$ cat config.mk
export PLATFORM = sky130hd
export DESIGN_NAME = cam_coord
export DESIGN_NICKNAME = d
export VERILOG_FILES = /design/src/rtl/trail_pkg.sv /design/src/rtl/cam_coord.sv
export SDC_FILE = /design/constraint.sdc
export NUM_CORES = 1
export LEC_CHECK = 0
export ABC_AREA = 1
export BUFFER_PORTS_ARGS = -buffer_cell sky130_fd_sc_hd__buf_2
export CAP_MARGIN = 20
export CORE_MARGIN = 1.5
export CORE_UTILIZATION = 53
export CTS_BUF_LIST = sky130_fd_sc_hd__clkbuf_2
export DETAILED_ROUTE_END_ITERATION = 16
export GPL_TIMING_DRIVEN = 0
export PLACE_DENSITY = 0.78
export SYNTH_ARGS = -nofsm -noshare
export SYNTH_HDL_FRONTEND = slang
export SYNTH_SLANG_ARGS = --single-unit
$ cat constraint.sdc
create_clock -name clk_camera -period 1.15 [get_ports clk_camera]
set_input_delay 0.1725 -clock clk_camera [delete_from_list [all_inputs] [get_ports clk_camera]]
set_output_delay 0.1725 -clock clk_camera [all_outputs]
set_load 0.03 [all_outputs]
$ cat src/rtl/trail_pkg.sv
package trail_pkg;

  ////////////////////////////////////////////////////////////
  // frame geometry
  ////////////////////////////////////////////////////////////

  localparam int frame_w     = 320;               // pixels per line
  localparam int frame_h     = 240;               // lines per frame
  localparam int frame_depth = frame_w * frame_h; // one word per pixel

  ////////////////////////////////////////////////////////////
  // pipeline timing
  ////////////////////////////////////////////////////////////

  localparam int rd_latency  = 2; // history comes back at stage 2
  localparam int wr_stage    = 3; // blend register, then write-back
  localparam int decay_shift = 2; // quarter removed per frame

  ////////////////////////////////////////////////////////////
  // pixel and coordinate types
  ////////////////////////////////////////////////////////////

  typedef logic [15:0] rgb565_t;    // r5 g6 b5 from the sensor
  typedef logic [11:0] trail_pix_t; // r4 g4 b4, red on top
  typedef logic [23:0] rgb888_t;    // working width for the blend
  typedef logic [10:0] hcount_t;
  typedef logic [9:0]  vcount_t;
  typedef logic [16:0] fb_addr_t;   // 76800 words fit in 17 bits

  // item moving down the stage registers
  typedef struct packed {
    logic     valid;
    rgb565_t  pix;
    fb_addr_t addr;
  } cam_pix_s;

  // byte pairing: red/green-high first, then green-low/blue
  typedef enum logic {
    first_byte,
    second_byte
  } pair_state_e;

endpackage

$ cat src/rtl/cam_coord.sv
`timescale 1ns/1ps

module cam_coord (
  input  logic                clk_camera,
  input  logic                sys_rst,
  input  logic                pix_strobe,
  input  trail_pkg::rgb565_t  pix,
  input  logic                line_end,
  input  logic                frame_start,
  output logic                coord_valid,
  output trail_pkg::rgb565_t  coord_pix,
  output trail_pkg::hcount_t  hcount,
  output trail_pkg::vcount_t  vcount
);

  trail_pkg::hcount_t col; // next pixel's column
  trail_pkg::vcount_t row; // current line

  ////////////////////////////////////////////////////////////
  // counters
  ////////////////////////////////////////////////////////////

  always_ff @(posedge clk_camera) begin
    if (sys_rst) begin
      col <= '0;
      row <= '0;
    end else if (frame_start) begin
      col <= '0;
      row <= '0;
    end else if (line_end) begin
      col <= '0;          // wins over a strobe in the same cycle
      row <= row + 1'b1;
    end else if (pix_strobe) begin
      col <= col + 1'b1;
    end
  end

  // output register, one cycle behind pix_strobe
  always_ff @(posedge clk_camera) begin
    if (sys_rst) begin
      coord_valid <= 1'b0;
    end else begin
      coord_valid <= pix_strobe;
    end
  end

  always_ff @(posedge clk_camera) begin
    if (pix_strobe) begin
      coord_pix <= pix;
      hcount    <= col; // count before the increment
      vcount    <= row;
    end
  end

  // a line longer than the frame would alias into the next row
  a_col_in_frame : assert property (@(posedge clk_camera) disable iff (sys_rst)
    coord_valid |-> (hcount < trail_pkg::hcount_t'(trail_pkg::frame_w)));

endmodule

# After elaboration in Yosys (flattened, before gate mapping)
# Index checks and enable logic that the tools add are counted.
[word_totals]
out_inout_bits = 38
in_bits = 21
ff_bits = 59
wordCells = 10
[classes]
reduce_logical = 2
add_sub_neg = 2
[ops]
columns = ["cell", "n"]
rows = [
  ["$add 11x1->11 const B", 1],
  ["$add 10x1->10 const B", 1],
  ["$reduce_or 3->1", 1],
  ["$reduce_or 2->1", 1],
]

# Logic depth before layout (Yosys ltp)
[depth]
depth_word = 1
mapped_depth = 7
mapped_depth_nobuf = 7

# Least setup slack after synthesis
# OpenSTA, ideal clock, no wires.
[synth_path]
path_type = "reg-to-reg"
startpoint = "reg col[0]"
endpoint = "reg col[10]"
arrival_ns = 0.961
t_required_ns = 1.035
setup_time_ns = 0.115
synth_period_minus_slack_ns = 1.076
setup_slack_ns = 0.074
stages_incl_launch_ff = 7
n_path_buf = 0
cell_sequence = "dfxtp_1 > ha_1 > nand2_1 > nor2_2 > nand3_1 > nand2_1 > nor2_1"
[synth_via]
elab_chain_cells = 1
[synth_lines]
columns = ["element", "line_no", "text"]
rows = [
  ["from (decl)", "cam_coord.sv:16", "trail_pkg::hcount_t col;"],
  ["from (signal assigned)", "cam_coord.sv:34", "col <= col + 1'b1;"],
  ["$add 11x1->11", "cam_coord.sv:34", ""],
]
# Every way passes these cells.
# A chain may end at the register's enable or synchronous reset.

# Final worst setup path
[layout_path]
startpoint = "reg coord_pix[15]"
endpoint = "out coord_pix[15]"
[layout_lines]
columns = ["element", "line_no", "text"]
rows = [
  ["from (decl)", "cam_coord.sv:11", "output trail_pkg::rgb565_t coord_pix,"],
  ["from (signal assigned)", "cam_coord.sv:49", "coord_pix <= pix;"],
]
# No word-level cell between the ends.

==> flow_summary_export.csv <==
group,metric,value,unit
sta,hold_viol_final,0,
global_route,gr-usage-met2,38.4,%
clock_network,cts_made_buffers,9,
placement,numPortBuffers,57,
worst_setup_path,slowest_stage,"edfxtp_1",
power_and_ir_drop,powerDensity,1300,nW/um2
sta,setup_viol,37,
global_route,grt_max_degree,40,
synth,synth.distinct_cells,19,
synth,ys_warn_count,0,
global_route,use_met3,7.60,%
routing,ant_nets,0,
die,fp.dieArea,4430,um2
worst_setup_path,worst-path-stages,1,
sta,rsz0062_at_grt,"yes",
clock_network,htree_levels,3,
routing,routed_via_density,5.02,
routing,avgRoutedWirePerCell,15.0,um
die,core_area,3770,um2
sta,tightest_slew,0.504,ns
finish,diodes,0,
placement,hpwlAfterDp,2610,um
worst_setup_path,slowest_delay,0.47,ns
outcome,outcome,"complete, but fails checks",
global_route,first_global_vias,1473,
worst_setup_path,worst_setup_path_end_kind,"output pin",
clock_network,clockBufferDepth,2,
synth,syn_area,2140,um2
power_and_ir_drop,ir_drop,0.000809,V
sta,finalCriticalPeriod,1.27,ns
power_and_ir_drop,p_leak,1.26,nW
clock_network,clk_latency,0.46,ns
worst_setup_path,rr_worst_depth,7,
sta,clock_skew,0.0228,ns
power_and_ir_drop,finalPower,4.07,mW
die,fp.dieW,66.6,um
worst_setup_path,crit_path_cell_trace,"buf_6",
outcome,failed_checks,"negative setup slack",
routing,vias,1641,
global_route,grt_first_pass_wirelength,6890,um
die,fp.dieH,66.6,um
worst_hold_path,min_path_cells,1,
worst_setup_path,critPathBufInv,1,
job,drv_cap,0,
synth,synth_seq_cells,59,
sta,fin_crit_sh,111,%
placement,placed_area,2490,um2
die,num_rows,22,
routing,finalWirelength,4890,um
worst_hold_path,hold_path.class,"primary input to flip-flop",
global_route,grt.met1_usage,25.5,%
worst_setup_path,path_delay_family,"flip-flops",
worst_setup_path,worst_setup_path_start_kind,"flip-flop",
clock_network,tritoncts,"done",
clock_network,cts_root_buf,"clkbuf_2",
finish,final_core_util,83.4,%
global_route,grt_use_total,22.3,%
worst_setup_path,crit_fanout,1,
finish,drive_above_1_share,38.0,%
die,start_util,56.8,%
finish,finalInstanceArea,3140,um2
worst_setup_path,worstSetupPathType,"flip-flop to output pin",
global_route,gr-total-overflow,0,
sta,slew_headroom,66.4,%
global_route,top_usage_layer,"met2",
sta,layout_setup_ws,-0.122,ns
placement,place_congestion,0.814,
finish,nets,297,
routing,dr.pass1.iters,4,
finish,syn2layout_area_growth,46.7,%
worst_setup_path,worst_ep_required_time,0.98,ns
worst_setup_path,crit_arrival,1.10,ns
clock_network,path_clk_slew,0.18,ns
sta,drv_slew,0,
die,ios,59,
sta,hold_slack,0.299,ns
synth,synth_fp_nets,207,
global_route,antenna_found_initial,0,
synth,ys_seq_area_share,72.4,%
sta,setup-tns-final,-1.85,ns
synth,synthCells,184,
clock_network,cts_sinks,59,
sta,max_freq,786,MHz
routing,drt_iter0_drc,101,
routing,drc,0,
synth,synth.avg_cell_area,11.6,um2
-- report_power, final --
part / total (mW) / leakage [nW] / internal [mW] / switching (mW)
Sequential: 2.36 / 0.562 / 2.32 / 0.0442
Clock: 1.24 / 0.0691 / 0.494 / 0.747
Combinational: 0.471 / 0.625 / 0.214 / 0.257
Total: 4.07 / 1.26 / 3.03 / 1.05
-- repair_timing --
action	CTS	global route
hold endpoints to repair	23	0
endpoints found under the setup margin	43	49
setup buffers	0	3
resized for setup	81	27
hold buffers	19	0
pin swaps	0	4
-- through the flow --
step                      cells  worst slack [ns]
after global routing        327            -0.154
after floorplan             184            0.0737
after detailed placement    289            -0.473
final                       327            -0.122
after global placement      289            -0.475
after CTS                   324            -0.127
-- logic make-up after synthesis --
logic type	synth area share [%]
XOR/XNOR	0.817
AO/OA/AOI/OAI	4.44
buffers and inverters	3.68
flip-flops	72.4
AND/OR/NAND/NOR	17.5
adder cells (fa/ha/maj)	1.17
-- registers in the layout, summed over array words and instances (netlist names) --
name and flops:
coord_pix 16, hcount 11, row 10, vcount 10, col 11, coord_valid 1
-- cells in the mapped netlist (all sizes together) --
master  number  area share, %
dfxtp       22             21
xnor2        2           0.82
ha           2            1.2
nand3b       1           0.35
edfxtp      37             52
nand3       16            3.7
inv         17            3.0
nand2       31            5.8
nor2        31            6.7
nand4        1           0.29
nor3         3           0.70
o21ai        4           0.93
buf          2           0.70
a21oi       15            3.5
-- layer usage --
metal  share of wire [%]  up-vias  wire length (um)
li1                    -      803                 -
met3                 5.9        5               290
met1                  38      767              1880
met4                 1.0        0                49
met5                   0        -                 0
met2                  55       66              2670
-- final timing paths --
check / to / startpoint / slack, ns
hold / removal: coord_pix[15]$_DFFE_PP_ / pix_strobe / 0.30
setup reg to reg: row[8]$_SDFFE_PP0P_ / row[0]$_SDFFE_PP0P_ / 0.03
hold reg to reg: hcount[6]$_DFFE_PP_ / col[6]$_SDFFE_PP0P_ / 0.48
setup / recovery: coord_pix[15] / coord_pix[15]$_DFFE_PP_ / -0.12
-- final cells by class --
type	instances	area (um2)
multi-input cells	106	588
flip-flops and latches	59	1580
plain buffers	2	15.0
clock inverters	6	56.3
repair buffers	79	734
well taps	48	60.1
clock buffers	10	50.0
fillers	204	627
inverters	17	63.8
-- cells in the final DEF, fill, tap and decap left out --
master	synthesis	routed
buf_2	0	18
buf_4	2	6
dlygate4sd3_1	0	19
nand3_1	16	13
nor2_1	28	24
nand4_1	1	1
clkinv_2	0	3
nor2_4	1	3
nor2_8	1	1
inv_1	14	14
nand2_4	1	2
bufinv_16	0	1
nand3_2	0	2
dfxtp_2	0	8
nand2_1	30	29
dfxtp_1	22	10
o21ai_0	4	4
a21oi_1	15	15
nand3_4	0	1
buf_6	0	37
nor2_2	1	3
dfxtp_4	0	4
nor3_1	3	3
clkbuf_2	0	10
xnor2_1	2	2
edfxtp_1	37	37
clkinvlp_4	0	1
ha_4	0	2
inv_2	3	3
clkbuf_4	0	1
nand3b_1	1	1
clkinv_1	0	1
Power figures use the tool's default switching activity.
