==> src/rtl/trail_pkg.sv <==
package trail_pkg;

  ////////////////////////////////////////////////////////////
  // frame geometry
  ////////////////////////////////////////////////////////////

  localparam int frame_w     = 320;               // pixels per line
  localparam int frame_h     = 240;               // lines per frame
  localparam int frame_depth = frame_w * frame_h; // one word per pixel

  ////////////////////////////////////////////////////////////
  // pipeline timing
  ////////////////////////////////////////////////////////////

  localparam int rd_latency  = 2; // history comes back at stage 2
  localparam int wr_stage    = 3; // blend register, then write-back
  localparam int decay_shift = 2; // quarter removed per frame

  ////////////////////////////////////////////////////////////
  // pixel and coordinate types
  ////////////////////////////////////////////////////////////

  typedef logic [15:0] rgb565_t;    // r5 g6 b5 from the sensor
  typedef logic [11:0] trail_pix_t; // r4 g4 b4, red on top
  typedef logic [23:0] rgb888_t;    // working width for the blend
  typedef logic [10:0] hcount_t;
  typedef logic [9:0]  vcount_t;
  typedef logic [16:0] fb_addr_t;   // 76800 words fit in 17 bits

  // item moving down the stage registers
  typedef struct packed {
    logic     valid;
    rgb565_t  pix;
    fb_addr_t addr;
  } cam_pix_s;

  // byte pairing: red/green-high first, then green-low/blue
  typedef enum logic {
    first_byte,
    second_byte
  } pair_state_e;

endpackage

==> src/rtl/cam_byte_pair.sv <==
`timescale 1ns/1ps

module cam_byte_pair (
  input  logic               clk_camera,
  input  logic               sys_rst,
  input  logic               cam_pclk,
  input  logic               cam_href,
  input  logic               cam_vsync,
  input  logic [7:0]         cam_data,
  output logic               pix_strobe,
  output trail_pkg::rgb565_t pix,
  output logic               line_end,
  output logic               frame_start
);

  logic [1:0] pclk_sync;  // [1] is the usable one
  logic [1:0] href_sync;
  logic [1:0] vsync_sync;
  logic [7:0] data_s1;
  logic [7:0] data_s2;
  logic       pclk_d;     // previous synced levels, for edges
  logic       href_d;
  logic       vsync_d;
  logic       pclk_rise;
  logic       capture;
  logic [7:0] hi_byte;
  logic [7:0] lo_byte;
  trail_pkg::pair_state_e state;

  ////////////////////////////////////////////////////////////
  // synchronizers and edge detect
  ////////////////////////////////////////////////////////////

  always_ff @(posedge clk_camera) begin
    if (sys_rst) begin
      pclk_sync  <= '0;
      href_sync  <= '0;
      vsync_sync <= '0;
      pclk_d     <= 1'b0;
      href_d     <= 1'b0;
      vsync_d    <= 1'b0;
    end else begin
      pclk_sync  <= {pclk_sync[0], cam_pclk};
      href_sync  <= {href_sync[0], cam_href};
      vsync_sync <= {vsync_sync[0], cam_vsync};
      pclk_d     <= pclk_sync[1];
      href_d     <= href_sync[1];
      vsync_d    <= vsync_sync[1];
    end
  end

  always_ff @(posedge clk_camera) begin
    data_s1 <= cam_data; // data rides alongside, no reset
    data_s2 <= data_s1;
  end

  assign pclk_rise = pclk_sync[1] & ~pclk_d;
  assign capture   = pclk_rise & href_sync[1]; // bytes only count inside a line

  ////////////////////////////////////////////////////////////
  // byte pairing
  ////////////////////////////////////////////////////////////

  always_ff @(posedge clk_camera) begin
    if (sys_rst) begin
      state       <= trail_pkg::first_byte;
      pix_strobe  <= 1'b0;
      line_end    <= 1'b0;
      frame_start <= 1'b0;
    end else begin
      pix_strobe  <= 1'b0;
      line_end    <= href_d & ~href_sync[1];     // href falling
      frame_start <= vsync_sync[1] & ~vsync_d;   // vsync rising
      if (vsync_sync[1] && !vsync_d) begin
        state <= trail_pkg::first_byte;          // half pair thrown away
      end else if (capture) begin
        if (state == trail_pkg::first_byte) begin
          state <= trail_pkg::second_byte;
        end else begin
          state      <= trail_pkg::first_byte;
          pix_strobe <= 1'b1;                    // lo byte lands same edge
        end
      end
    end
  end

  always_ff @(posedge clk_camera) begin
    if (capture) begin
      if (state == trail_pkg::first_byte) begin
        hi_byte <= data_s2; // r5 + g high 3
      end else begin
        lo_byte <= data_s2; // g low 3 + b5
      end
    end
  end

  assign pix = {hi_byte, lo_byte};

  // pairing only restarts on vsync, so a line has to end on a whole pixel
  a_pair_in_line : assert property (@(posedge clk_camera) disable iff (sys_rst)
    line_end |-> (state == trail_pkg::first_byte));

endmodule

==> config.mk <==
export PLATFORM = sky130hd
export DESIGN_NAME = cam_byte_pair
export DESIGN_NICKNAME = d
export VERILOG_FILES = /design/src/rtl/trail_pkg.sv /design/src/rtl/cam_byte_pair.sv
export SDC_FILE = /design/constraint.sdc
export NUM_CORES = 1
export LEC_CHECK = 0
export ABC_AREA = 1
export BUFFER_PORTS_ARGS = -buffer_cell sky130_fd_sc_hd__clkbuf_2
export CORE_ASPECT_RATIO = 1.75
export CORE_UTILIZATION = 49
export DETAILED_ROUTE_END_ITERATION = 12
export PLACE_DENSITY = 0.75
export SLEW_MARGIN = 30
export SYNTH_ARGS = -nofsm -noshare
export SYNTH_HDL_FRONTEND = slang
export SYNTH_SLANG_ARGS = --single-unit
==> constraint.sdc <==
create_clock -name clk_camera -period 1.71 [get_ports clk_camera]
set_input_delay 0.0855 -clock clk_camera [delete_from_list [all_inputs] [get_ports clk_camera]]
set_output_delay 0.0855 -clock clk_camera [all_outputs]
set_load 0.03 [all_outputs]
Word-level counts from Yosys, hierarchy flattened:

Index checks and enable logic that the tools add are counted.

* bits in registers: 45
* latch bits: 0
* bits in writable memories: 0
* ROM bits: 0
* input bits: 13
* output and inout bits: 19
* memories: 0

* add/sub/neg operators: 0
* multipliers: 0
* div/mod/pow operators: 0
* order comparisons: 0
* equal/unequal tests: 0
* shift-type cells: 0
* muxes and demuxes: 2
* bitwise gates (word level): 9
* reduce and logical (&&, ||, !) cells: 6

Operator list (number)
* 1-bit NOT: 5
* 1-bit bitwise AND: 4
* 2-bit AND reduction: 2
* 3-bit OR reduction: 1
* 1-bit 2-to-1 mux: 2
* 2-bit OR reduction: 1
* 1-bit logical AND: 1
* 1-bit logical NOT: 1

Longest topological paths before layout:

Gate-level depths: netlist of the first run.

* depth after elaboration: 5
* depth in mapped cells: 4
* depth with buffers taken out: 4

Worst setup path after synthesis of the first run:

OpenSTA, ideal clock, no wires.

* path type: flip-flop to flip-flop
* start: reg pclk_sync[1]
* end: reg hi_byte[0] (enable)
* data arrival time: 0.826 ns
* required time: 1.340 ns
* path slack: 0.514 ns
* stages on the path, launching flop included: 3
* path buffers: 0
* clock period less this slack: 1.196 ns
* cell sequence: dfxtp_1 nand3_2 nor2_1

* longest elaborated chain between the ends: 3

RTL lines
* start, declared: line cam_byte_pair.sv:16 `logic [1:0] pclk_sync;`
* start signal, assigned: line cam_byte_pair.sv:43 `pclk_sync <= {pclk_sync[0], cam_pclk};`
* 1-bit bitwise AND: line cam_byte_pair.sv:57 `assign pclk_rise = pclk_sync[1] & ~pclk_d;`
* 1-bit bitwise AND: line cam_byte_pair.sv:58 `assign capture = pclk_rise & href_sync[1];`
* 2-bit AND reduction (no line)
* end signal, assigned: line cam_byte_pair.sv:90 `hi_byte <= data_s2;`
* end, declared: line cam_byte_pair.sv:26 `logic [7:0] hi_byte;`

No other way between the ends.
A chain may end at the register's enable or synchronous reset.

Final worst setup path of the first run:

* start: reg href_sync[1]
* end: reg lo_byte[0] (enable)

* longest elaborated chain between the ends: 2

RTL lines
* start, declared: line cam_byte_pair.sv:17 `logic [1:0] href_sync;`
* start signal, assigned: line cam_byte_pair.sv:44 `href_sync <= {href_sync[0], cam_href};`
* 1-bit bitwise AND: line cam_byte_pair.sv:58
* 2-bit AND reduction (no line)
* end signal, assigned: line cam_byte_pair.sv:92 `lo_byte <= data_s2;`
* end, declared: line cam_byte_pair.sv:27 `logic [7:0] lo_byte;`

No other way between the ends.

==> impl_metrics.ini, run 1 <==
[outcome]
outcome = complete, no violations

[clocking]
cts.path.max_buffers = 2
clk_latency_ns = 0.29
root_buffer = clkbuf_8
cts_buffers = 5
cts_setup_buffers = 0
h-tree-depth = 2
path_clk_slew_ns = 0.07
clock-sinks = 45
cts_tree = built

[sta]
slew_violations = 0
min_period_over_period = 0.708
clock_skew_ns = 0.00699
fin_crit_ns = 1.21
rsz0062_at_grt = no
setup_violations = 0
final.setup.tns_ns = 0
slew-limit-headroom = 0.716
max_freq_ghz = 0.826
layout_setup_ws_ns = 0.499
worst_slew_pin_slew_ns = 0.425
finalHoldViolCount = 0

[global_routing]
grt_max_degree = 14
first_global_vias = 638
gr-total-overflow = 0
grt.total_usage = 0.152
antenna_found_initial = 0
grt_pass1_wl_um = 2480

[route]
wl_per_cell_um = 10.6
num_vias = 694
drt-pass1-iter-count = 3
routed-wl-met3_um = 108
wirelength_um = 1640
highest_layer = met4
first_iter_violations = 10
detail-route-antenna-nets = 0
met1Wirelength_um = 524
wl_met2_um = 956
viasPerCell = 4.48
remaining_drc_errors = 0

[die]
die_width_um = 39.6
die_area_um2 = 2690
ios = 32
coreArea_um2 = 2300
start_util = 0.527
die_h_um = 67.8
std_cell_rows = 23

[setup_path]
worstSetupPathType = register to register
critPathLaunchType = register
critPathRequiredTime_ns = 1.66
r2r_slack_ns = 0.50
reg2reg_depth = 2
cp.arrival_ns = 1.16
reg2reg_from = href_sync[1]
reg2reg_to = lo_byte[0]
cp_max_fo = 9
end_kind = register

[yosys]
ys_seq_elements = 45
synth.largest_area_cell = dfxtp_1
synth_cell_types = 12
synthesis.nets = 94
seq_area_frac_synth = 0.874
synthTopCellsByArea = dfxtp_1 (48%), edfxtp_1 (40%), nor2_1 (4.3%), inv_1 (3.7%), nand2_1 (0.93%)
postSynthCellCount = 81
mappedNetlistArea_um2 = 1210
syn_area_per_cell_um2 = 15.0
netlist.area_leader.share = 0.478
yosysWarnings = 0

[power_and_ir_drop]
p_total_uw = 1790
p_leak_uw = 0.000681
ir_worst_vdd_mv = 0.949
pwr_density_cell_nw_per_um2 = 1130

[placed_design]
gp_congestion = 0.654
dpl.hpwl_um = 1170
port_buffers = 31
pre_cts_slack_ns = 0.507

[finish]
final_common_cell = clkbuf_2
nets = 142
syn_to_final_growth_pct = 30.6
n_antenna_cell = 0
drive_gt1_frac = 0.315
fillers = 172
mostFrequentLayoutCells = clkbuf_2 (31), dfxtp_1 (29), edfxtp_1 (16), nor2_1 (14), inv_1 (12)

[worst_hold_path]
hold_path_depth = 3
min_to = pclk_sync[0]
hold_path.class = input pin to register
hold_start = cam_pclk

[job]
maxCapViolCount = 0
==> worst max path at each step <==
stage	startpoint	endpoint	depth (start not counted)
floorplan	pclk_sync[1]	hi_byte[0]	2
global placement	href_sync[1]	lo_byte[6]	2
detailed placement	href_sync[1]	lo_byte[0]	2
CTS	href_sync[1]	lo_byte[0]	2
global route	href_sync[1]	lo_byte[0]	2
finish	href_sync[1]	lo_byte[0]	2
==> final cells by class <==
class,count,area [um2],area share
Timing Repair Buffer,42,263,0.166
Tap cell,25,31.3,0.0197
Clock inverter,2,10.0,0.00631
Clock buffer,6,72.6,0.0458
Sequential cell,45,1060,0.669
Inverter,12,45.0,0.0284
Multi-Input combinational cell,23,103,0.0647
==> registers in the layout, indices dropped and copies added, names as in the netlist <==
signal and count:
vsync_sync 2, vsync_d 1, state 1, href_sync 2, hi_byte 8, data_s1 8, href_d 1, data_s2 8
pix_strobe 1, lo_byte 8, pclk_sync 2, pclk_d 1, frame_start 1, line_end 1
==> per-stage QoR <==
| stage | hold slack [ns] | cell area [um2] | util | cells |
|---|---|---|---|---|
| after global routing | 0.0228 | 1590 | 0.689 | 155 |
| after CTS | 0.00330 | 1590 | 0.689 | 155 |
| after global placement | 0.188 | 1400 | 0.609 | 137 |
| after floorplan | 0.113 | 1210 | - | 81 |
| final | 0.0118 | 1590 | 0.689 | 155 |
| after detailed placement | 0.189 | 1400 | 0.609 | 137 |
==> cells in the mapped netlist, drive strengths merged <==
cell type and count:
a21oi 1, and2 1, buf 1, dfxtp 29, edfxtp 16, inv 12
nand2 3, nand3 1, nand4 1, nor2 15, nor3 1
==> power breakdown <==
group	switching (uW)	total, uW	internal [uW]	leakage [uW]
clock network	306	589	282	0.0000450
registers	12.5	1150	1140	0.000385
logic	22.5	53.2	30.8	0.000251
total	341	1790	1450	0.000681
==> critical path, cell delays in order, from the launching register on <==
cell	delay [ns]
dfxtp_1	0.41
nand3_2	0.11
nor2_2	0.35
==> timing repair <==
item                                   CTS  global route
endpoints found under the hold margin   10             0
gates resized for setup                  0             0
hold buffers                            10             0
==> cell families after synthesis <==
group | synth area share
buffers and inverters | 0.0412
AOI/OAI and AO/OA | 0.00412
DFF | 0.874
and+or+nand+nor | 0.0804
==> routing by layer <==
| layer | track usage | vias up |
|---|---|---|
| met5 | 0 | - |
| met4 | 0.112 | 0 |
| met3 | 0.0779 | 5 |
| met2 | 0.264 | 23 |
| met1 | 0.114 | 317 |
| li1 | - | 349 |
(Power assumes the default switching activity.)
==> run 2, diff against run 1 <==
--- a/config.mk
+++ b/config.mk
@@ -5,12 +5,12 @@
 export SDC_FILE = /design/constraint.sdc
 export NUM_CORES = 1
 export LEC_CHECK = 0
-export ABC_AREA = 1
+export ABC_AREA = 0
 export BUFFER_PORTS_ARGS = -buffer_cell sky130_fd_sc_hd__clkbuf_2
 export CORE_ASPECT_RATIO = 1.75
-export CORE_UTILIZATION = 49
+export CORE_UTILIZATION = 44
 export DETAILED_ROUTE_END_ITERATION = 12
-export PLACE_DENSITY = 0.75
+export PLACE_DENSITY = 0.71
 export SLEW_MARGIN = 30
 export SYNTH_ARGS = -nofsm -noshare
 export SYNTH_HDL_FRONTEND = slang
==> constraint.sdc (replaced) <==
create_clock -name clk_camera -period 1 [get_ports clk_camera]
set_input_delay 0.05 -clock clk_camera [delete_from_list [all_inputs] [get_ports clk_camera]]
set_output_delay 0.05 -clock clk_camera [all_outputs]
set_load 0.03 [all_outputs]
==> impl_metrics.ini, run 2 <==
[setup_path]
cp_slowest_stage_delay_ns = 0.30
cp.arrival_ns = 0.99
critPathRequiredTime_ns = 1.01
critPathLaunchType = register
crit_chain = nand3b_4 > nor2_2 > buf_6
slowest_stage = dfxtp_1
end_kind = register
worstSetupPathType = register to register
cp_max_fo = 8

[global_routing]
grt_pass1_wl_um = 2540
grt.total_usage = 0.121
grt_use_met3 = 0.0680
grtUsageMet1 = 0.104
gr-total-overflow = 0
first_global_vias = 614
antenna_found_initial = 0
grt_use_met2 = 0.210
grt.busiest_layer = met2
grt_max_degree = 16

[sta]
max_freq_ghz = 1.03
rsz0062_at_grt = yes
clock_skew_ns = 0.00975
setup_violations = 0
min_period_over_period = 0.975
slew_violations = 0
worst_slew_pin_slew_ns = 0.308
fin_crit_ns = 0.975
finalHoldViolCount = 0
layout_setup_ws_ns = 0.0246
final.setup.tns_ns = 0
slew-limit-headroom = 0.794
hold_slack_ns = 0.0861

[die]
ios = 32
die_width_um = 41.6
die_h_um = 71.4
start_util = 0.474
die_area_um2 = 2970
coreArea_um2 = 2550
std_cell_rows = 24

[yosys]
synth.largest_area_cell = dfxtp_1
postSynthCellCount = 65
synthesis.nets = 78
ys_seq_elements = 45
synth_top_cells_by_count = dfxtp_1 (29), edfxtp_1 (16), and2b_1 (6)
synth_cell_types = 13
synth-edff-count = 16
synthTopCellsByArea = dfxtp_1 (48%), edfxtp_1 (40%), and2b_1 (3.7%), nor2b_1 (2.1%), nand3b_4 (1.7%)
yosysWarnings = 0
synth.most_common_cell = dfxtp_1
syn_area_per_cell_um2 = 18.6
synth_flop_cell = dfxtp_1
netlist.area_leader.share = 0.480
seq_area_frac_synth = 0.877
async_flop_share = 0
mappedNetlistArea_um2 = 1210

[power_and_ir_drop]
p_seq_frac = 0.579
pwr-share-clk = 0.392
p_leak_uw = 0.000737
p_switching_uw = 634
p_comb_frac = 0.029
pwr_density_cell_nw_per_um2 = 2020
p_int_uw = 2760
ir_worst_vdd_mv = 1.61
switching_share = 0.187

[clocking]
clk_latency_ns = 0.29
cts.path.max_buffers = 2
cts_setup_buffers = 0
h-tree-depth = 2
clock-sinks = 45
path_clk_slew_ns = 0.08
cts_buffers = 5
cts_tree = built
root_buffer = clkbuf_8

[finish]
syn_to_final_growth_pct = 38.8
final_cells = 145
design_area_um2 = 1680
nets = 131
drive_gt1_frac = 0.429
n_antenna_cell = 0
final_common_cell = clkbuf_2
mostFrequentLayoutCells = clkbuf_2 (31), dfxtp_1 (27), edfxtp_1 (16), dlygate4sd3_1 (11), and2b_1 (6)

[route]
wl_per_cell_um = 10.8
first_iter_violations = 11
drt-pass1-iter-count = 3
remaining_drc_errors = 0
wirelength_um = 1570
num_vias = 641
viasPerCell = 4.42
detail-route-antenna-nets = 0

[worst_hold_path]
hold_path.class = input pin to register

[job]
maxCapViolCount = 0

[placed_design]
gp_congestion = 0.718
pre_cts_slack_ns = -0.0120
port_buffers = 31
dp.cells = 126
placed_cell_area_um2 = 1440

[outcome]
outcome = complete, no violations
[run 2: changes by cell type after synthesis, sizes merged, moves of 3 or more]
cell and change:
and2b +7, inv -11, nor2b +4, nor2 -13, nand2 -3
[run 2: power groups by stage]
stage	sequential [uW]	combinational (uW)	clock, uW
6_report	1960	98.1	1330
5_1_grt	1970	106	1440
4_1_cts	1960	99.4	1350
2_1_floorplan	2010	24.1	0
3_3_place_gp	2000	61.1	0
3_5_place_dp	2010	63.0	0
[run 2: path summary, 6_finish.rpt]
| check | cells after the start | start | slack [ns] | to |
|---|---|---|---|---|
| worst max-delay path | 3 | pclk_d | 0.02 | hi_byte[2] |
| worst min-delay path | 2 | sys_rst | 0.09 | href_sync[1] |
| worst max register to register | 3 | pclk_d | 0.02 | hi_byte[2] |
| worst min register to register | 0 | data_s1[6] | 0.32 | data_s2[6] |
[run 2: per-stage QoR]
step	total power, uW	util
2_1_floorplan	2030	-
3_3_place_gp	2060	0.562
3_5_place_dp	2070	0.562
4_1_cts	3420	0.655
5_1_grt	3520	0.658
6_report	3390	0.658
[run 2: area by class of cell]
| cell class | instances | area (um2) |
|---|---|---|
| Fill cell | 191 | 873 |
| Tap cell | 26 | 32.5 |
| Clock inverter | 3 | 46.3 |
| Inverter | 1 | 3.75 |
| Multi-Input combinational cell | 18 | 154 |
| Clock buffer | 5 | 68.8 |
| Timing Repair Buffer | 47 | 310 |
| Sequential cell | 45 | 1060 |
[run 2: layer usage]
| layer | vias up | wire length, um |
|---|---|---|
| li1 | 321 | - |
| met1 | 290 | 581 |
| met2 | 24 | 857 |
| met3 | 6 | 80 |
| met4 | 0 | 44 |
| met5 | - | 0 |
[run 2: cell families (layout without fill, tap and decap cells)]
family | after synthesis | count (layout) | share of synthesized area
xor gates and xnor gates | 1 | 1 | 0.00724
buffers and inverters | 2 | 56 | 0.00723
DFF | 45 | 45 | 0.877
and+or+nand+nor | 17 | 17 | 0.109
[run 2: what timing repair did]
action                                  in CTS  in global routing
pin swaps                                    0                  0
hold buffers                                11                  0
endpoints found under the hold margin       11                  0
endpoints found under the setup margin      17                 16
gates resized for setup                      3                  2
[run 2: critical path: cells and delay by family, from the launching register on]
| kind | cells | cell delay, ns |
|---|---|---|
| AND/OR/NAND/NOR | 2 | 0.26 |
| buffers and inverters | 1 | 0.14 |
| flip-flops | 1 | 0.30 |
==> run 3, diff against run 2 <==
--- a/config.mk
+++ b/config.mk
@@ -10,7 +10,7 @@
 export CORE_ASPECT_RATIO = 1.75
 export CORE_UTILIZATION = 44
 export DETAILED_ROUTE_END_ITERATION = 12
-export PLACE_DENSITY = 0.71
+export PLACE_DENSITY = 0.8
 export SLEW_MARGIN = 30
 export SYNTH_ARGS = -nofsm -noshare
 export SYNTH_HDL_FRONTEND = slang
==> impl_metrics.ini, run 3 (synthesis gave the netlist of run 2 again) <==
[worst_hold_path]
hold_path.class = input pin to register

[sta]
hold_slack_ns = 0.0884
slew-limit-headroom = 0.838
rsz0062_at_grt = yes
worst_slew_pin_slew_ns = 0.243
max_freq_ghz = 0.972
fin_crit_ns = 1.03
clock_skew_ns = 0.00535
finalHoldViolCount = 0
min_period_over_period = 1.03
slew_violations = 0
layout_setup_ws_ns = -0.0284
setup_violations = 17

[power_and_ir_drop]
pwr_density_cell_nw_per_um2 = 1960
p_total_uw = 3350
ir_worst_vdd_mv = 1.61
p_leak_uw = 0.000745

[outcome]
violations = setup timing
outcome = finished, violations left

[clocking]
root_buffer = clkbuf_8
clock-sinks = 45
cts_setup_buffers = 0
cts_buffers = 5
path_clk_slew_ns = 0.08
clk_latency_ns = 0.29
cts.path.max_buffers = 2
h-tree-depth = 2
cts_tree = built

[setup_path]
worstSetupPathType = register to register
crit_buf_inv = 1
startpoint = pclk_d
critPathLaunchType = register
reg2reg_from = pclk_d
crit_end = hi_byte[4]
cp_max_fo = 8
crit_chain = nand3b_4 > nor2_4 > buf_12
cp.arrival_ns = 1.04
critical-path-top-delay-family = flip-flops
end_kind = register
cp_slowest_stage_delay_ns = 0.31
critPathRequiredTime_ns = 1.01
reg2reg_depth = 3
cp.depth = 3
slowest_stage = dfxtp_1
r2r_slack_ns = -0.03
reg2reg_to = hi_byte[4]

[global_routing]
grt_pass1_wl_um = 2730
grt_max_degree = 15
grt.total_usage = 0.128
gr-total-overflow = 0
antenna_found_initial = 0
first_global_vias = 671

[route]
remaining_drc_errors = 0
wirelength_um = 1640
detail-route-antenna-nets = 0
first_iter_violations = 15
drt-pass1-iter-count = 3
viasPerCell = 4.32
num_vias = 627
wl_per_cell_um = 11.3

[finish]
n_antenna_cell = 0
final_common_cell = clkbuf_2
drive_gt1_frac = 0.445
mostFrequentLayoutCells = clkbuf_2 (31), dfxtp_1 (26), edfxtp_1 (16), dlygate4sd3_1 (11), and2b_1 (6)
syn_to_final_growth_pct = 41.1
nets = 131

[die]
die_area_um2 = 2970
coreArea_um2 = 2550
die_width_um = 41.6
start_util = 0.474
ios = 32
die_h_um = 71.4
std_cell_rows = 24

[placed_design]
port_buffers = 31
gp_congestion = 0.588

[job]
maxCapViolCount = 0
==> run 3: metrics by stage <==
| step | std cells | utilization | cell area, um2 | TNS (ns) | setup slack [ns] |
|---|---|---|---|---|---|
| 6_report | 145 | 0.669 | 1710 | -0.275 | -0.0284 |
| 5_1_grt | 145 | 0.669 | 1710 | -0.758 | -0.0665 |
| 4_1_cts | 145 | 0.662 | 1690 | -0.192 | -0.0265 |
| 3_5_place_dp | 126 | 0.572 | 1460 | -0.632 | -0.0505 |
| 3_3_place_gp | 126 | 0.572 | 1460 | -0.0403 | -0.00369 |
| 2_1_floorplan | 65 | - | 1210 | -1.19 | -0.0741 |
==> run 3: power breakdown <==
group / leakage, uW / switching (uW) / total [uW] / internal [uW]
Clock: 0.0000518 / 549 / 1280 / 734
Combinational: 0.000307 / 34.7 / 99.7 / 65.0
Sequential: 0.000387 / 18.8 / 1960 / 1940
Total: 0.000745 / 603 / 3350 / 2740
==> run 3: cell type report <==
type	count	area [um2]
fill	191	846
clock buffer	5	68.8
clock inverter	3	41.3
inverter	1	3.75
tap	26	32.5
timing repair buffer	47	328
sequential	45	1060
multi-input combinational	18	168
==> run 3: worst register-to-register path: stages (launching register included) <==
cell and delay, ns:
dfxtp_1 0.31, nand3b_4 0.18, nor2_4 0.13, buf_12 0.13
==> run 3: worst min path at each step <==
stage,cells after the start,end,startpoint
global placement,1,data_s1[7],cam_data[7]
global route,2,href_sync[1],sys_rst
floorplan,0,data_s1[0],cam_data[0]
finish,2,line_end,sys_rst
detailed placement,1,data_s1[2],cam_data[2]
CTS,2,vsync_sync[1],sys_rst
==> run 3: metal layers <==
| metal | global-route usage | share of wire | wire (um) |
|---|---|---|---|
| met3 | 0.0655 | 0.055 | 90 |
| met2 | 0.219 | 0.55 | 906 |
| met5 | 0 | 0 | 0 |
| met1 | 0.113 | 0.38 | 615 |
| met4 | 0.0860 | 0.016 | 27 |
==> run 3: repair_timing <==
action | 4_1_cts | 5_1_grt
endpoints found under the hold margin | 11 | 0
gates resized for setup | 4 | 3
endpoints found under the setup margin | 17 | 17
hold buffers | 11 | 0
