$ cat src/rtl/trail_pkg.sv
package trail_pkg;

  ////////////////////////////////////////////////////////////
  // frame geometry
  ////////////////////////////////////////////////////////////

  localparam int frame_w     = 320;               // pixels per line
  localparam int frame_h     = 240;               // lines per frame
  localparam int frame_depth = frame_w * frame_h; // one word per pixel

  ////////////////////////////////////////////////////////////
  // pipeline timing
  ////////////////////////////////////////////////////////////

  localparam int rd_latency  = 2; // history comes back at stage 2
  localparam int wr_stage    = 3; // blend register, then write-back
  localparam int decay_shift = 2; // quarter removed per frame

  ////////////////////////////////////////////////////////////
  // pixel and coordinate types
  ////////////////////////////////////////////////////////////

  typedef logic [15:0] rgb565_t;    // r5 g6 b5 from the sensor
  typedef logic [11:0] trail_pix_t; // r4 g4 b4, red on top
  typedef logic [23:0] rgb888_t;    // working width for the blend
  typedef logic [10:0] hcount_t;
  typedef logic [9:0]  vcount_t;
  typedef logic [16:0] fb_addr_t;   // 76800 words fit in 17 bits

  // item moving down the stage registers
  typedef struct packed {
    logic     valid;
    rgb565_t  pix;
    fb_addr_t addr;
  } cam_pix_s;

  // byte pairing: red/green-high first, then green-low/blue
  typedef enum logic {
    first_byte,
    second_byte
  } pair_state_e;

endpackage

$ cat src/rtl/trail_blend.sv
`timescale 1ns/1ps

module trail_blend (
  input  logic                  clk_camera,
  input  logic                  sys_rst,
  input  trail_pkg::cam_pix_s   in_item,
  input  trail_pkg::trail_pix_t history,
  input  logic [7:0]            threshold,
  input  logic                  mask_mode,
  output logic                  out_valid,
  output trail_pkg::fb_addr_t   out_addr,
  output trail_pkg::trail_pix_t out_pix
);

  trail_pkg::rgb888_t cam_full;  // camera pixel, zero filled
  trail_pkg::rgb888_t hist_full; // history nibbles, low 4 bits zero
  trail_pkg::rgb888_t decayed;
  trail_pkg::rgb888_t result;
  logic [7:0]         peak;      // brightest camera channel
  logic               bright;

  ////////////////////////////////////////////////////////////
  // expansion
  ////////////////////////////////////////////////////////////

  assign cam_full = {in_item.pix[15:11], 3'b000,
                     in_item.pix[10:5],  2'b00,
                     in_item.pix[4:0],   3'b000};

  assign hist_full = {history[11:8], 4'h0,
                      history[7:4],  4'h0,
                      history[3:0],  4'h0};

  ////////////////////////////////////////////////////////////
  // threshold and decay
  ////////////////////////////////////////////////////////////

  always_comb begin
    peak = cam_full[23:16];
    if (cam_full[15:8] > peak) begin
      peak = cam_full[15:8];
    end
    if (cam_full[7:0] > peak) begin
      peak = cam_full[7:0];
    end
  end

  assign bright = (peak >= threshold); // equal counts as bright

  always_comb begin
    for (int c = 0; c < 3; c++) begin
      // never underflows, the shifted part is at most the channel
      decayed[8*c +: 8] = hist_full[8*c +: 8] - (hist_full[8*c +: 8] >> trail_pkg::decay_shift);
    end
  end

  always_comb begin
    if (mask_mode) begin
      result = bright ? 24'hff_ffff : 24'h00_0000; // history ignored
    end else begin
      result = bright ? cam_full : decayed;
    end
  end

  // result register, this is the write-back stage
  always_ff @(posedge clk_camera) begin
    if (sys_rst) begin
      out_valid <= 1'b0;
    end else begin
      out_valid <= in_item.valid;
    end
  end

  always_ff @(posedge clk_camera) begin
    out_addr <= in_item.addr;
    out_pix  <= {result[23:20], result[15:12], result[7:4]}; // top nibbles
  end

endmodule

$ cat config.mk
export PLATFORM = sky130hd
export DESIGN_NAME = trail_blend
export DESIGN_NICKNAME = d
export VERILOG_FILES = /design/src/rtl/trail_pkg.sv /design/src/rtl/trail_blend.sv
export SDC_FILE = /design/constraint.sdc
export NUM_CORES = 1
export LEC_CHECK = 0
export ABC_AREA = 1
export BUFFER_PORTS_ARGS = -buffer_cell sky130_fd_sc_hd__buf_4
export CAP_MARGIN = 20
export CORE_MARGIN = 2
export CORE_UTILIZATION = 35
export CTS_BUF_LIST = sky130_fd_sc_hd__clkbuf_4
export DETAILED_ROUTE_END_ITERATION = 10
export GPL_TIMING_DRIVEN = 0
export PLACE_DENSITY = 0.66
export SYNTH_ARGS = -nofsm -noshare
export SYNTH_HDL_FRONTEND = slang
export SYNTH_SLANG_ARGS = --single-unit
$ cat constraint.sdc
create_clock -name clk_camera -period 3.35 [get_ports clk_camera]
set_clock_uncertainty 0.1 [all_clocks]
set_input_delay 0 -clock clk_camera [delete_from_list [all_inputs] [get_ports clk_camera]]
set_output_delay 0 -clock clk_camera [all_outputs]
set_load 0.005 [all_outputs]
**After elaboration in Yosys (flattened, before gate mapping)**

Index checks and enable logic that the tools add are counted.

- Memories kept: 0
- Word-level logic and storage cells: 14
- Output and inout bits: 30
- Bits of input ports: 57
- Bits in read-only memories: 0
- Memory bits (writable): 0
- Bits in registers: 30
- Bits in latches: 0

- Shift-type cells: 0
- $mul: 0
- Reduce and logical (&&, ||, !) cells: 0
- Muxes and demuxes: 5
- Eq/ne operators: 0
- Add/sub/neg operators: 3
- Div/mod/pow operators: 0
- Bitwise logic cells: 0
- Magnitude comparators: 3

Operator list:

| cell | number |
|---|---|
| 2-to-1 mux 24 bit | 3 |
| subtractor 8 x 6 -> 8 bit | 3 |
| > comparator 8 bit | 2 |
| 2-to-1 mux 8 bit | 2 |
| >= comparator 8 bit | 1 |

**Depth between registers and ports, before layout**

Gate-level depths: netlist (run 1).

- Word-level depth: 7
- Depth in mapped cells: 27
- Depth with buffers taken out: 27

**Worst setup path before layout (run 1)**

Ideal clock, no wire load.

- Path type: input-to-reg
- Start: input in_item[32] in the netlist's numbering
- End: register out_pix[10]
- Cell stages on the path: 23
- Path slack: 346 ps
- Path buffers: 1
- Arrival: 2788 ps
- Required time: 3134 ps
- Library setup time: 116 ps
- Path through: inv_1 ha_1 a21oi_1 nand3_4 nand2_2 nand2_1 nand2_1 inv_1 ha_1 nand2_1 nor2_1 nand2_1 o211ai_4 nand2_4 nand2_1 nand2_1 ha_1 a21o_1 nor2_1 nand2_2 buf_2 o21ai_0 nand2_1

- Word-level cells in the longest chain between the ends: 7
- Elaborated cells on any way between the ends: 8
- Those cells by class: 3 x order compare; 5 x mux

Ends and longest elaborated chain:

| what | RTL line | text |
|---|---|---|
| start: declaration | trail_blend.sv:6 | `input trail_pkg::cam_pix_s in_item,` |
| > comparator 8 bit | trail_blend.sv:40 | `if (cam_full[15:8] > peak) begin` |
| 2-to-1 mux 8 bit * | trail_blend.sv:40 |  |
| > comparator 8 bit | trail_blend.sv:43 | `if (cam_full[7:0] > peak) begin` |
| 2-to-1 mux 8 bit * | trail_blend.sv:43 |  |
| >= comparator 8 bit * | trail_blend.sv:48 | `assign bright = (peak >= threshold);` |
| 2-to-1 mux 24 bit, on equally long branches | trail_blend.sv:61, trail_blend.sv:59 |  |
| 2-to-1 mux 24 bit * | trail_blend.sv:58 | `if (mask_mode) begin` |
| named net result[22] | trail_blend.sv:18 | `trail_pkg::rgb888_t result;` |
| end signal: assignment | trail_blend.sv:76 | `out_pix <= {result[23:20], result[15:12], result[7:4]};` |
| end: declaration | trail_blend.sv:12 | `output trail_pkg::trail_pix_t out_pix` |

The timed path passes the listed nets; every way through them passes the cells marked *.
A chain may end at the register's enable or synchronous reset.

**Final worst setup path (run 1)**

- Start: input in_item[32] in the netlist's numbering
- End: register out_pix[9]

Same word-level chain as after synthesis.

==> results of run 1 <==
[power by group through the flow]
stage               Clock [mW]  Sequential (mW)  Combinational (mW)
CTS                      0.211            0.440               0.493
detailed placement           0            0.448               0.448
global route             0.229            0.446               0.563
finish                   0.203            0.440               0.499
floorplan                    0            0.456               0.231
global placement             0            0.448               0.437
[final timing paths]
path,from,to,slack (ps),cells past startpoint
min,history[11],out_pix[11],9,7
max,in_item[32],out_pix[9],280,25
[cell usage after synthesis (2+ instances only)]
cell      n
nand2_1  56
dfxtp_1  30
inv_1    29
nand3_1  25
ha_1     22
o21ai_0  17
a21oi_1  11
nor2_1    9
xor2_1    5
nand2_2   4
nand2_4   3
nand4_1   3
o21ai_1   2
[state kept, by name (all words and copies together) (netlist names)]
name	flops
out_valid	1
out_addr	17
out_pix	12
[routing by layer]
| metal | global-route usage (%) | vias to the layer above | part of all wire (%) |
|---|---|---|---|
| met5 | 0 | - | 0.12 |
| met4 | 8.73 | 2 | 2.5 |
| met3 | 5.28 | 13 | 9.2 |
| met2 | 33.3 | 89 | 47 |
| met1 | 20.8 | 875 | 41 |
| li1 | - | 1018 | - |
[cell families after synthesis]
family / Yosys count / synth area share [%]
simple gates: 104 / 29.1
compound gates: 33 / 10.7
buf+inv: 33 / 7.20
flops: 30 / 34.6
fa+ha+maj: 22 / 15.8
xor+xnor: 5 / 2.52
[timing repair]
item / CTS / global route
endpoints found under the setup margin: 0 / 11
gates resized for setup: 0 / 4
hold buffers: 44 / 0
hold endpoints to repair: 30 / 0
[area by class of cell]
class | instances | area [µm²] | area share, %
Inverter | 31 | 116 | 3.92
Clock inverter | 2 | 8.76 | 0.295
Sequential cell | 30 | 601 | 20.2
Multi-Input combinational cell | 164 | 1020 | 34.3
Timing Repair Buffer | 130 | 1090 | 36.6
Tap cell | 67 | 83.8 | 2.82
Clock buffer | 6 | 45.0 | 1.52
Buffer | 2 | 11.3 | 0.379
==> metrics.md, run 1 <==
| Metric | Value |
|---|---|
| Flop pwr share | `38.5%` |
| Initial core utilization | `between 30% and 40%` |
| Detail Placement HPWL | `roughly 3600 µm` |
| Area leader, netlist | `dfxtp_1` |
| Width of the die | `approximately 74 µm` |
| Synth area leaders | `dfxtp_1 (35%), ha_1 (16%), nand2_1 (12%)` |
| WP data required | `roughly 3500 ps` |
| Rel. slew slack | `80.8%` |
| Num ports | `87` |
| DP Cell Count | `380` |
| Worst-margin pin slew | `between 200 and 300 ps` |
| CP bufs+invs | `4` |
| Synth async-reset ratio | `0%` |
| Die ar. | `5540 µm²` |
| Clock transition at path regs | `90 ps` |
| Final setup viols | `0` |
| Residual DRC count | `0` |
| Post-Syn Area per Cell | `7.65 µm²` |
| Synth Register Bits | `30` |
| Layout Cells excl Fill | `432` |
| DRT iter0 DRCs | `66` |
| Vias | `1997` |
| GRT overflow | `0` |
| Die height | `74.4 µm` |
| Internal power | `slightly below 800 µW` |
| Yosys warnings | `0` |
| DR WL/cell | `between 10 and 15 µm` |
| HP Class | `input port to flop` |
| FILL cells | `~440` |
| Net Switching | `375 µW` |
| Top_reg_cell synth | `dfxtp_1` |
| Mapped cell area | `between 1500 and 2000 µm²` |
| VDD IR max | `approximately 170 µV` |
| Overall global routing resource usage | `about a fifth` |
| Final WS setup | `approximately 280 ps` |
| Port-buffer cells | `86` |
| Level count of the clock H-tree | `2` |
| Post-Route WL | `between 5000 and 6000 µm` |
| Worst Path Class, Setup | `input port to flop` |
| Ant diodes | `0` |
| Final Util | `a little over three fifths` |
| Seq/Total Area, Yosys | `about a third` |
| GP Congestion | `approximately 0.83` |
| First drt pass iteration count | `4` |
| Crit. End Element | `flop` |
| Unique masters post-synth | `24` |
| Cell family with most CP delay | `simple AND/OR/NAND/NOR gates` |
| First-pass GRT wire length | `~8100 µm` |
| Clk Tree Root Cell | `clkbuf_4` |
| Cells after Synth | `around 230` |
| Post-synth top area share | `34.6%` |
| Worst setup SP type | `input port` |
| Post-CTS Setup Bufs | `0` |
| Clk pwr share | `between 15 and 20%` |
| CP arrival | `around 3200 ps` |
| CTS tree | `built` |
| DR vias/cell | `4.62` |
| CP max stage cell | `ha_1` |
| Total leakage power | `between 1.5 and 2 nW` |
| # rows | `25` |
| Max Slew Vio Count | `0` |
| CP max FO | `10` |
| Most frequent cells in the layout | `buf_4 (87), nand2_1 (55), dlygate4sd3_1 (44), dfxtp_1 (30), inv_1 (29)` |
| Period Utilization, post-route | `between 90% and 100%` |
| Commonest non-fill, non-tap cell in the layout | `buf_4` |
| Vias in the first global route | `1877` |
| Total power | `1.14 mW` |
| CTS Buf Count | `5` |
| Crit path time final | `just over 3000 ps` |
| Hold slack | `around 9.4 ps` |
| Logic pwr share | `43.7%` |
| Core area | `4750 µm²` |
| DP Area | `between 2000 and 2500 µm²` |
| Share of cells above drive strength 1 | `roughly 30%` |
| Post-synth EDFFs | `0` |
| Final instance area | `between 2000 and 3000 µm²` |
| Outcome | `completed` |
| Slowest cell delay on critical path | `between 300 and 400 ps` |
| Net count, final | `between 400 and 500` |
| Worst Setup Slack post-DPL | `-148 ps` |
| Setup TNS | `0 ps` |
| Antenna-violating nets left | `0` |
| Sink Count | `30` |
| MaxCap Viol Count | `0` |
| Synth Net Count | `approximately 310` |
| Switching Share | `about a third` |
| Area growth from synthesis to layout | `71.0%` |
| Clock buffer depth | `2` |
| Final Hold Viols | `0` |
| Power Density | `just under 400 nW/µm²` |
| Most used cell, CP | `nand2_1` |
| Max frequency | `around 0.33 GHz` |
| Initial antenna violation count | `0` |
| Largest net degree at the start of global routing | `11` |
(Power assumes the default switching activity.)
==> inputs of run 2 (changes only) <==
Settings changed: CTS_BUF_LIST sky130_fd_sc_hd__clkbuf_4 to not set, REMOVE_ABC_BUFFERS set to 1.
==> run 2 against run 1 <==
Die area did not move. Combinational power increased by 2%. Worst hold slack improved by 16 ps. Via count shrank 4.8%. Highest routed layer is now met4. Clock-buffer cell count grew 1. Clock power up 44%. Design area up 0.25%. Global-route usage decreased by 1.5 points.
==> metrics.md, run 2 (synthesized netlist as in run 1, its figures left out) <==
| Metric | Value |
|---|---|
| Outcome | `completed (unchanged)` |
| CTS Buf Count | `5 (unchanged)` |
| Total power | `1.24 mW (was 1.14 mW)` |
| Sink Count | `30 (unchanged)` |
| Clk Tree Root Cell | `clkbuf_8 (was clkbuf_4)` |
| Rel. slew slack | `82.3% (was 80.8%)` |
| DRT iter0 DRCs | `37 (was 66)` |
| Commonest non-fill, non-tap cell in the layout | `buf_4 (unchanged)` |
| # rows | `25 (unchanged)` |
| Initial antenna violation count | `0 (unchanged)` |
| HP Class | `input port to flop (unchanged)` |
| Max FFs per register | `17 (unchanged)` |
| Final Util | `62.6% (was 62.4%)` |
| CP arrival | `3140 ps (was 3180 ps)` |
| Crit path time final | `3070 ps (about the same)` |
| Worst setup SP type | `input port (unchanged)` |
| Overall global routing resource usage | `17.4% (was 18.9%)` |
| HP Start | `history[5] (was history[11])` |
| Power Density | `417 nW/µm² (was 385 nW/µm²)` |
| Area growth from synthesis to layout | `71.4% (was 71.0%)` |
| FILL cells | `444 (was 441)` |
| Slowest cell delay on critical path | `320 ps (about the same)` |
| Core area | `4750 µm² (unchanged)` |
| Vias in the first global route | `1771 (was 1877)` |
| Ant diodes | `0 (unchanged)` |
| Most used cell, CP | `nand2_1 (unchanged)` |
| CTS tree | `built (unchanged)` |
| CP max stage cell | `ha_1 (unchanged)` |
| Vias | `1901 (was 1997)` |
| Antenna-violating nets left | `0 (unchanged)` |
| Detail Placement HPWL | `3530 µm (was 3590 µm)` |
| DP Area | `2460 µm² (was 2470 µm²)` |
| Total leakage power | `1.60 nW (about the same)` |
| First-pass GRT wire length | `7430 µm (was 8090 µm)` |
| Crit. End Element | `flop (unchanged)` |
| Worst setup startpoint | `in_item[32] (unchanged)` |
| Most frequent cells in the layout | `buf_4 (87), nand2_1 (54), dlygate4sd3_1 (37), dfxtp_1 (30), inv_1 (29) (was buf_4 (87), nand2_1 (55), dlygate4sd3_1 (44), dfxtp_1 (30), inv_1 (29))` |
| Final instance area | `2980 µm² (was 2970 µm²)` |
| Worst Setup Slack post-DPL | `-207 ps (was -148 ps)` |
| Final setup viols | `0 (unchanged)` |
| Final WS setup | `283 ps (was 280 ps)` |
| Clock transition at path regs | `60 ps (was 90 ps)` |
| Final Hold Viols | `0 (unchanged)` |
| Hold slack | `25.1 ps (was 9.41 ps)` |
| GRT overflow | `0 (unchanged)` |
| Share of cells above drive strength 1 | `31.6% (was 29.9%)` |
| Level count of the clock H-tree | `2 (unchanged)` |
| Post-Route WL | `4870 µm (was 5100 µm)` |
| Port-buffer cells | `86 (unchanged)` |
| VDD IR max | `161 µV (was 167 µV)` |
| Width of the die | `74.4 µm (unchanged)` |
| DR vias/cell | `4.47 (was 4.62)` |
| WP data required | `3430 ps (was 3460 ps)` |
| Largest net degree at the start of global routing | `17 (was 11)` |
| MaxCap Viol Count | `0 (unchanged)` |
| Die height | `74.4 µm (unchanged)` |
| Worst-margin pin slew | `264 ps (was 287 ps)` |
| Initial core utilization | `36.5% (unchanged)` |
| Num ports | `87 (unchanged)` |
| Max Slew Vio Count | `0 (unchanged)` |
| DR WL/cell | `11.4 µm (was 11.8 µm)` |
| First drt pass iteration count | `4 (unchanged)` |
| CP max FO | `9 (was 10)` |
| Max frequency | `0.326 GHz (about the same)` |
| Net count, final | `436 (was 443)` |
| GP Congestion | `0.866 (was 0.832)` |
| Period Utilization, post-route | `91.6% (about the same)` |
| Biggest registers after layout | `out_addr: 17 flops, out_pix: 12 flops, out_valid: 1 flops (unchanged)` |
| Die ar. | `5540 µm² (unchanged)` |
| Most flops, register | `out_addr (unchanged)` |
| Worst Path Class, Setup | `input port to flop (unchanged)` |
| Residual DRC count | `0 (unchanged)` |
| Clock buffer depth | `2 (unchanged)` |
[run 2: path summary, 6_finish.rpt]
check	endpoint	slack, ps	cells past startpoint
max	out_pix[11]	280	26
min	out_pix[4]	30	4
[run 2: final cells by class]
cell class,count,area [µm²],area share [%]
Tap cell,67,83.8,2.82
Inverter,31,121,4.08
Clock inverter,1,5.00,0.168
Timing Repair Buffer,124,1020,34.4
Multi-Input combinational cell,165,1060,35.5
Sequential cell,30,601,20.2
Clock buffer,7,86.3,2.90
[run 2: report_power, final]
group          internal (mW)  leakage (nW)  switching (mW)
clock network          0.165        0.0482           0.126
logic                  0.259          1.30           0.249
registers              0.423         0.253          0.0195
total                  0.847          1.60           0.395
[run 2: timing repair]
action / in CTS / in global routing
setup endpoints to repair: 0 / 12
hold buffers: 37 / 0
setup buffers: 0 / 1
endpoints found under the hold margin: 30 / 0
gates resized for setup: 0 / 11
[run 2: worst max-delay path: cells and delay by family]
kind / cells / cell delay (ps)
AO/OA/AOI/OAI: 2 / 330
buffers and inverters: 5 / 330
adder cells (fa/ha/maj): 3 / 890
AND/OR/NAND/NOR: 16 / 1580
[run 2: stage by stage]
step	std cells	setup TNS (ps)
2_1_floorplan	225	0
3_3_place_gp	378	-429
3_5_place_dp	378	-1590
4_1_cts	423	0
5_1_grt	425	-27.0
6_report	425	0
[run 2: metal layers]
layer / global-route usage [%] / vias to the layer above / share of wire [%]
met1: 19.6 / 812 / 43
met4: 6.35 / 0 / 1.0
met2: 31.6 / 78 / 48
met3: 4.20 / 5 / 7.9
li1: - / 1006 / -
met5: 0 / - / 0
==> inputs of run 3 (changes only) <==
Clock period 3.35 ns to 2.9 ns, I/O delays scaled along.
==> run 3 against run 2 <==
The run now ends with setup timing left. First-iteration DRC count increased to 2.5 times the previous value. Global-route usage grew 4.0 points. Non-clock buffer count increased by 29. Die area is the same. Final cell count grew 7.3%. Clock power rose by 16%. Critical endpoint is now out_pix[10].
==> metrics.md, run 3 (synthesized netlist as in run 1, its figures left out) <==
| Metric | Value |
|---|---|
| Most used cell, CP | `nand2_2 (was nand2_1)` |
| DR vias/cell | `4.83 (was 4.47)` |
| Max frequency | `around 0.34 GHz` |
| CTS Buf Count | `5 (unchanged)` |
| Sink Count | `30 (unchanged)` |
| Clock buffer depth | `2 (unchanged)` |
| Max Slew Vio Count | `0 (unchanged)` |
| Setup TNS | `-608 ps (was 0 ps)` |
| Overall global routing resource usage | `21.4% (was 17.4%)` |
| Crit path time final | `2980 ps` |
| Die ar. | `5540 µm² (unchanged)` |
| Initial antenna violation count | `0 (unchanged)` |
| Residual DRC count | `0 (unchanged)` |
| Unrepaired setup endpoints after global routing | `yes` |
| FILL cells | `326 (was 444)` |
| Most frequent cells in the layout | `buf_4 (106), dlygate4sd3_1 (37), dfxtp_1 (30), nand2_1 (28), nand2_2 (25) (was buf_4 (87), nand2_1 (54), dlygate4sd3_1 (37), dfxtp_1 (30), inv_1 (29))` |
| Layout Cells excl Fill | `456 (was 425)` |
| VDD IR max | `227 µV (was 161 µV)` |
| Die height | `74.4 µm (unchanged)` |
| Largest net degree at the start of global routing | `16 (was 17)` |
| Commonest non-fill, non-tap cell in the layout | `buf_4 (unchanged)` |
| Num ports | `87 (unchanged)` |
| Antenna-violating nets left | `0 (unchanged)` |
| Ant diodes | `0 (unchanged)` |
| Period Utilization, post-route | `103%` |
| Share of cells above drive strength 1 | `54.5% (was 31.6%)` |
| CP max FO | `8 (was 9)` |
| Outcome | `finished, violations left (was completed)` |
| HP Class | `input port to flop (unchanged)` |
| CTS tree | `built (unchanged)` |
| Detail Placement HPWL | `3530 µm (unchanged)` |
| Failing checks | `setup timing` |
| Power Density | `489 nW/µm² (was 417 nW/µm²)` |
| Final instance area | `3670 µm² (was 2980 µm²)` |
| Final setup viols | `12 (was 0)` |
| CP max stage cell | `o211ai_4 (was ha_1)` |
| Rel. slew slack | `78.1% (was 82.3%)` |
| DP Area | `2460 µm² (unchanged)` |
| # rows | `25 (unchanged)` |
| Port-buffer cells | `86 (unchanged)` |
| First drt pass iteration count | `4 (unchanged)` |
| Clk Tree Root Cell | `clkbuf_8 (unchanged)` |
| Final WS setup | `-78.6 ps (was 283 ps)` |
| Total leakage power | `1.82 nW (was 1.60 nW)` |
| DP Cell Count | `378 (unchanged)` |
| Biggest registers after layout | `out_addr: 17 flops, out_pix: 12 flops, out_valid: 1 flops (unchanged)` |
| Max FFs per register | `17 (unchanged)` |
| Initial core utilization | `36.5% (unchanged)` |
| Most flops, register | `out_addr (unchanged)` |
| Level count of the clock H-tree | `2 (unchanged)` |
| First-pass GRT wire length | `9070 µm (was 7430 µm)` |
| DRT iter0 DRCs | `93 (was 37)` |
| Core area | `4750 µm² (unchanged)` |
| GP Congestion | `0.866 (unchanged)` |
| GRT overflow | `0 (unchanged)` |
| Final Hold Viols | `0 (unchanged)` |
| Worst Path Class, Setup | `input port to flop (unchanged)` |
| DR WL/cell | `14.3 µm (was 11.4 µm)` |
| CP arrival | `3040 ps (was 3140 ps)` |
| Post-Route WL | `6540 µm (was 4870 µm)` |
| Net count, final | `467 (was 436)` |
| Slowest cell delay on critical path | `320 ps (about the same)` |
| CP cell instances | `buf_8 -> inv_6 -> ha_4 -> nand2_4 -> inv_1 -> nand2_2 -> nand3_4 -> nand2_4 -> nand2_2 -> nand2_2 -> inv_2 -> ha_4 -> nand2_8 -> o211ai_4 -> nand2_4 -> nand2_2 -> nand2_2 -> ha_4 -> a21o_1 -> nor2_4 -> buf_12 -> nand2_8 -> o21ai_2 -> nand2_1` |
| Crit. End Element | `flop (unchanged)` |
| Vias in the first global route | `2085 (was 1771)` |
| Worst setup SP type | `input port (unchanged)` |
| Area growth from synthesis to layout | `111% (was 71.4%)` |
| Width of the die | `74.4 µm (unchanged)` |
| MaxCap Viol Count | `0 (unchanged)` |
| Vias | `2202 (was 1901)` |
| Worst-margin pin slew | `327 ps (was 264 ps)` |
| Clock transition at path regs | `60 ps (about the same)` |
| WP data required | `2960 ps (was 3430 ps)` |
==> run 3: changes by cell type in the layout (fill, tap and decap cells not counted), sizes merged <==
cell | previous run | this run
nand2 | 64 | 65
buf | 87 | 116
inv | 30 | 31
==> run 3: path summary, 6_finish.rpt <==
check        start          end  slack, ps  depth (start not counted)
min     history[5]   out_pix[4]         30                          4
max    in_item[32]  out_pix[10]        -80                         24
==> run 3: stage by stage <==
step	utilization, %	hold WS [ps]	worst slack, ps	total power, mW
CTS	69.7	15.2	4.54	1.56
global route	77.1	70.9	-224	1.90
floorplan	-	-72.3	-127	0.788
detailed placement	51.7	5.54	-657	1.03
global placement	51.7	4.52	-550	1.02
finish	77.1	28.5	-78.6	1.79
==> run 3: critical path, delay by kind of cell <==
family                     cells  cell delay (ps)
buffers and inverters          5              370
adders and majority gates      3              770
AOI/OAI and AO/OA              3              580
and+or+nand+nor               13             1280
==> run 3: area by class of cell <==
| type | count | area [µm²] | share of cell area [%] |
|---|---|---|---|
| Timing Repair Buffer | 153 | 1290 | 35.3 |
| Tap cell | 67 | 83.8 | 2.29 |
| Clock inverter | 1 | 5.00 | 0.137 |
| Inverter | 31 | 126 | 3.45 |
| Sequential cell | 30 | 601 | 16.4 |
| Multi-Input combinational cell | 166 | 1460 | 39.9 |
| Clock buffer | 7 | 86.3 | 2.35 |
| Timing Repair inverter | 1 | 6.26 | 0.171 |
==> run 3: layer usage <==
metal	vias to the layer above	share of wire (%)	routed length (µm)	global-route usage, %
met1	1016	39	2550	23.2
li1	1073	-	-	-
met4	0	1.5	99	9.33
met5	-	0	0	0
met3	10	7.0	458	4.74
met2	103	52	3430	39.6
==> run 3: repair_timing <==
item / 4_1_cts / 5_1_grt
gates cloned: 3 / 0
pin swaps: 20 / 43
buffers inserted: 26 / 4
endpoints found under the hold margin: 30 / 0
hold buffers: 37 / 0
gates resized for setup: 36 / 81
endpoints found under the setup margin: 12 / 12
==> run 3: power by group <==
part | switching, mW | internal, mW
registers | 0.0235 | 0.488
clock network | 0.148 | 0.191
logic | 0.449 | 0.492
total | 0.621 | 1.17
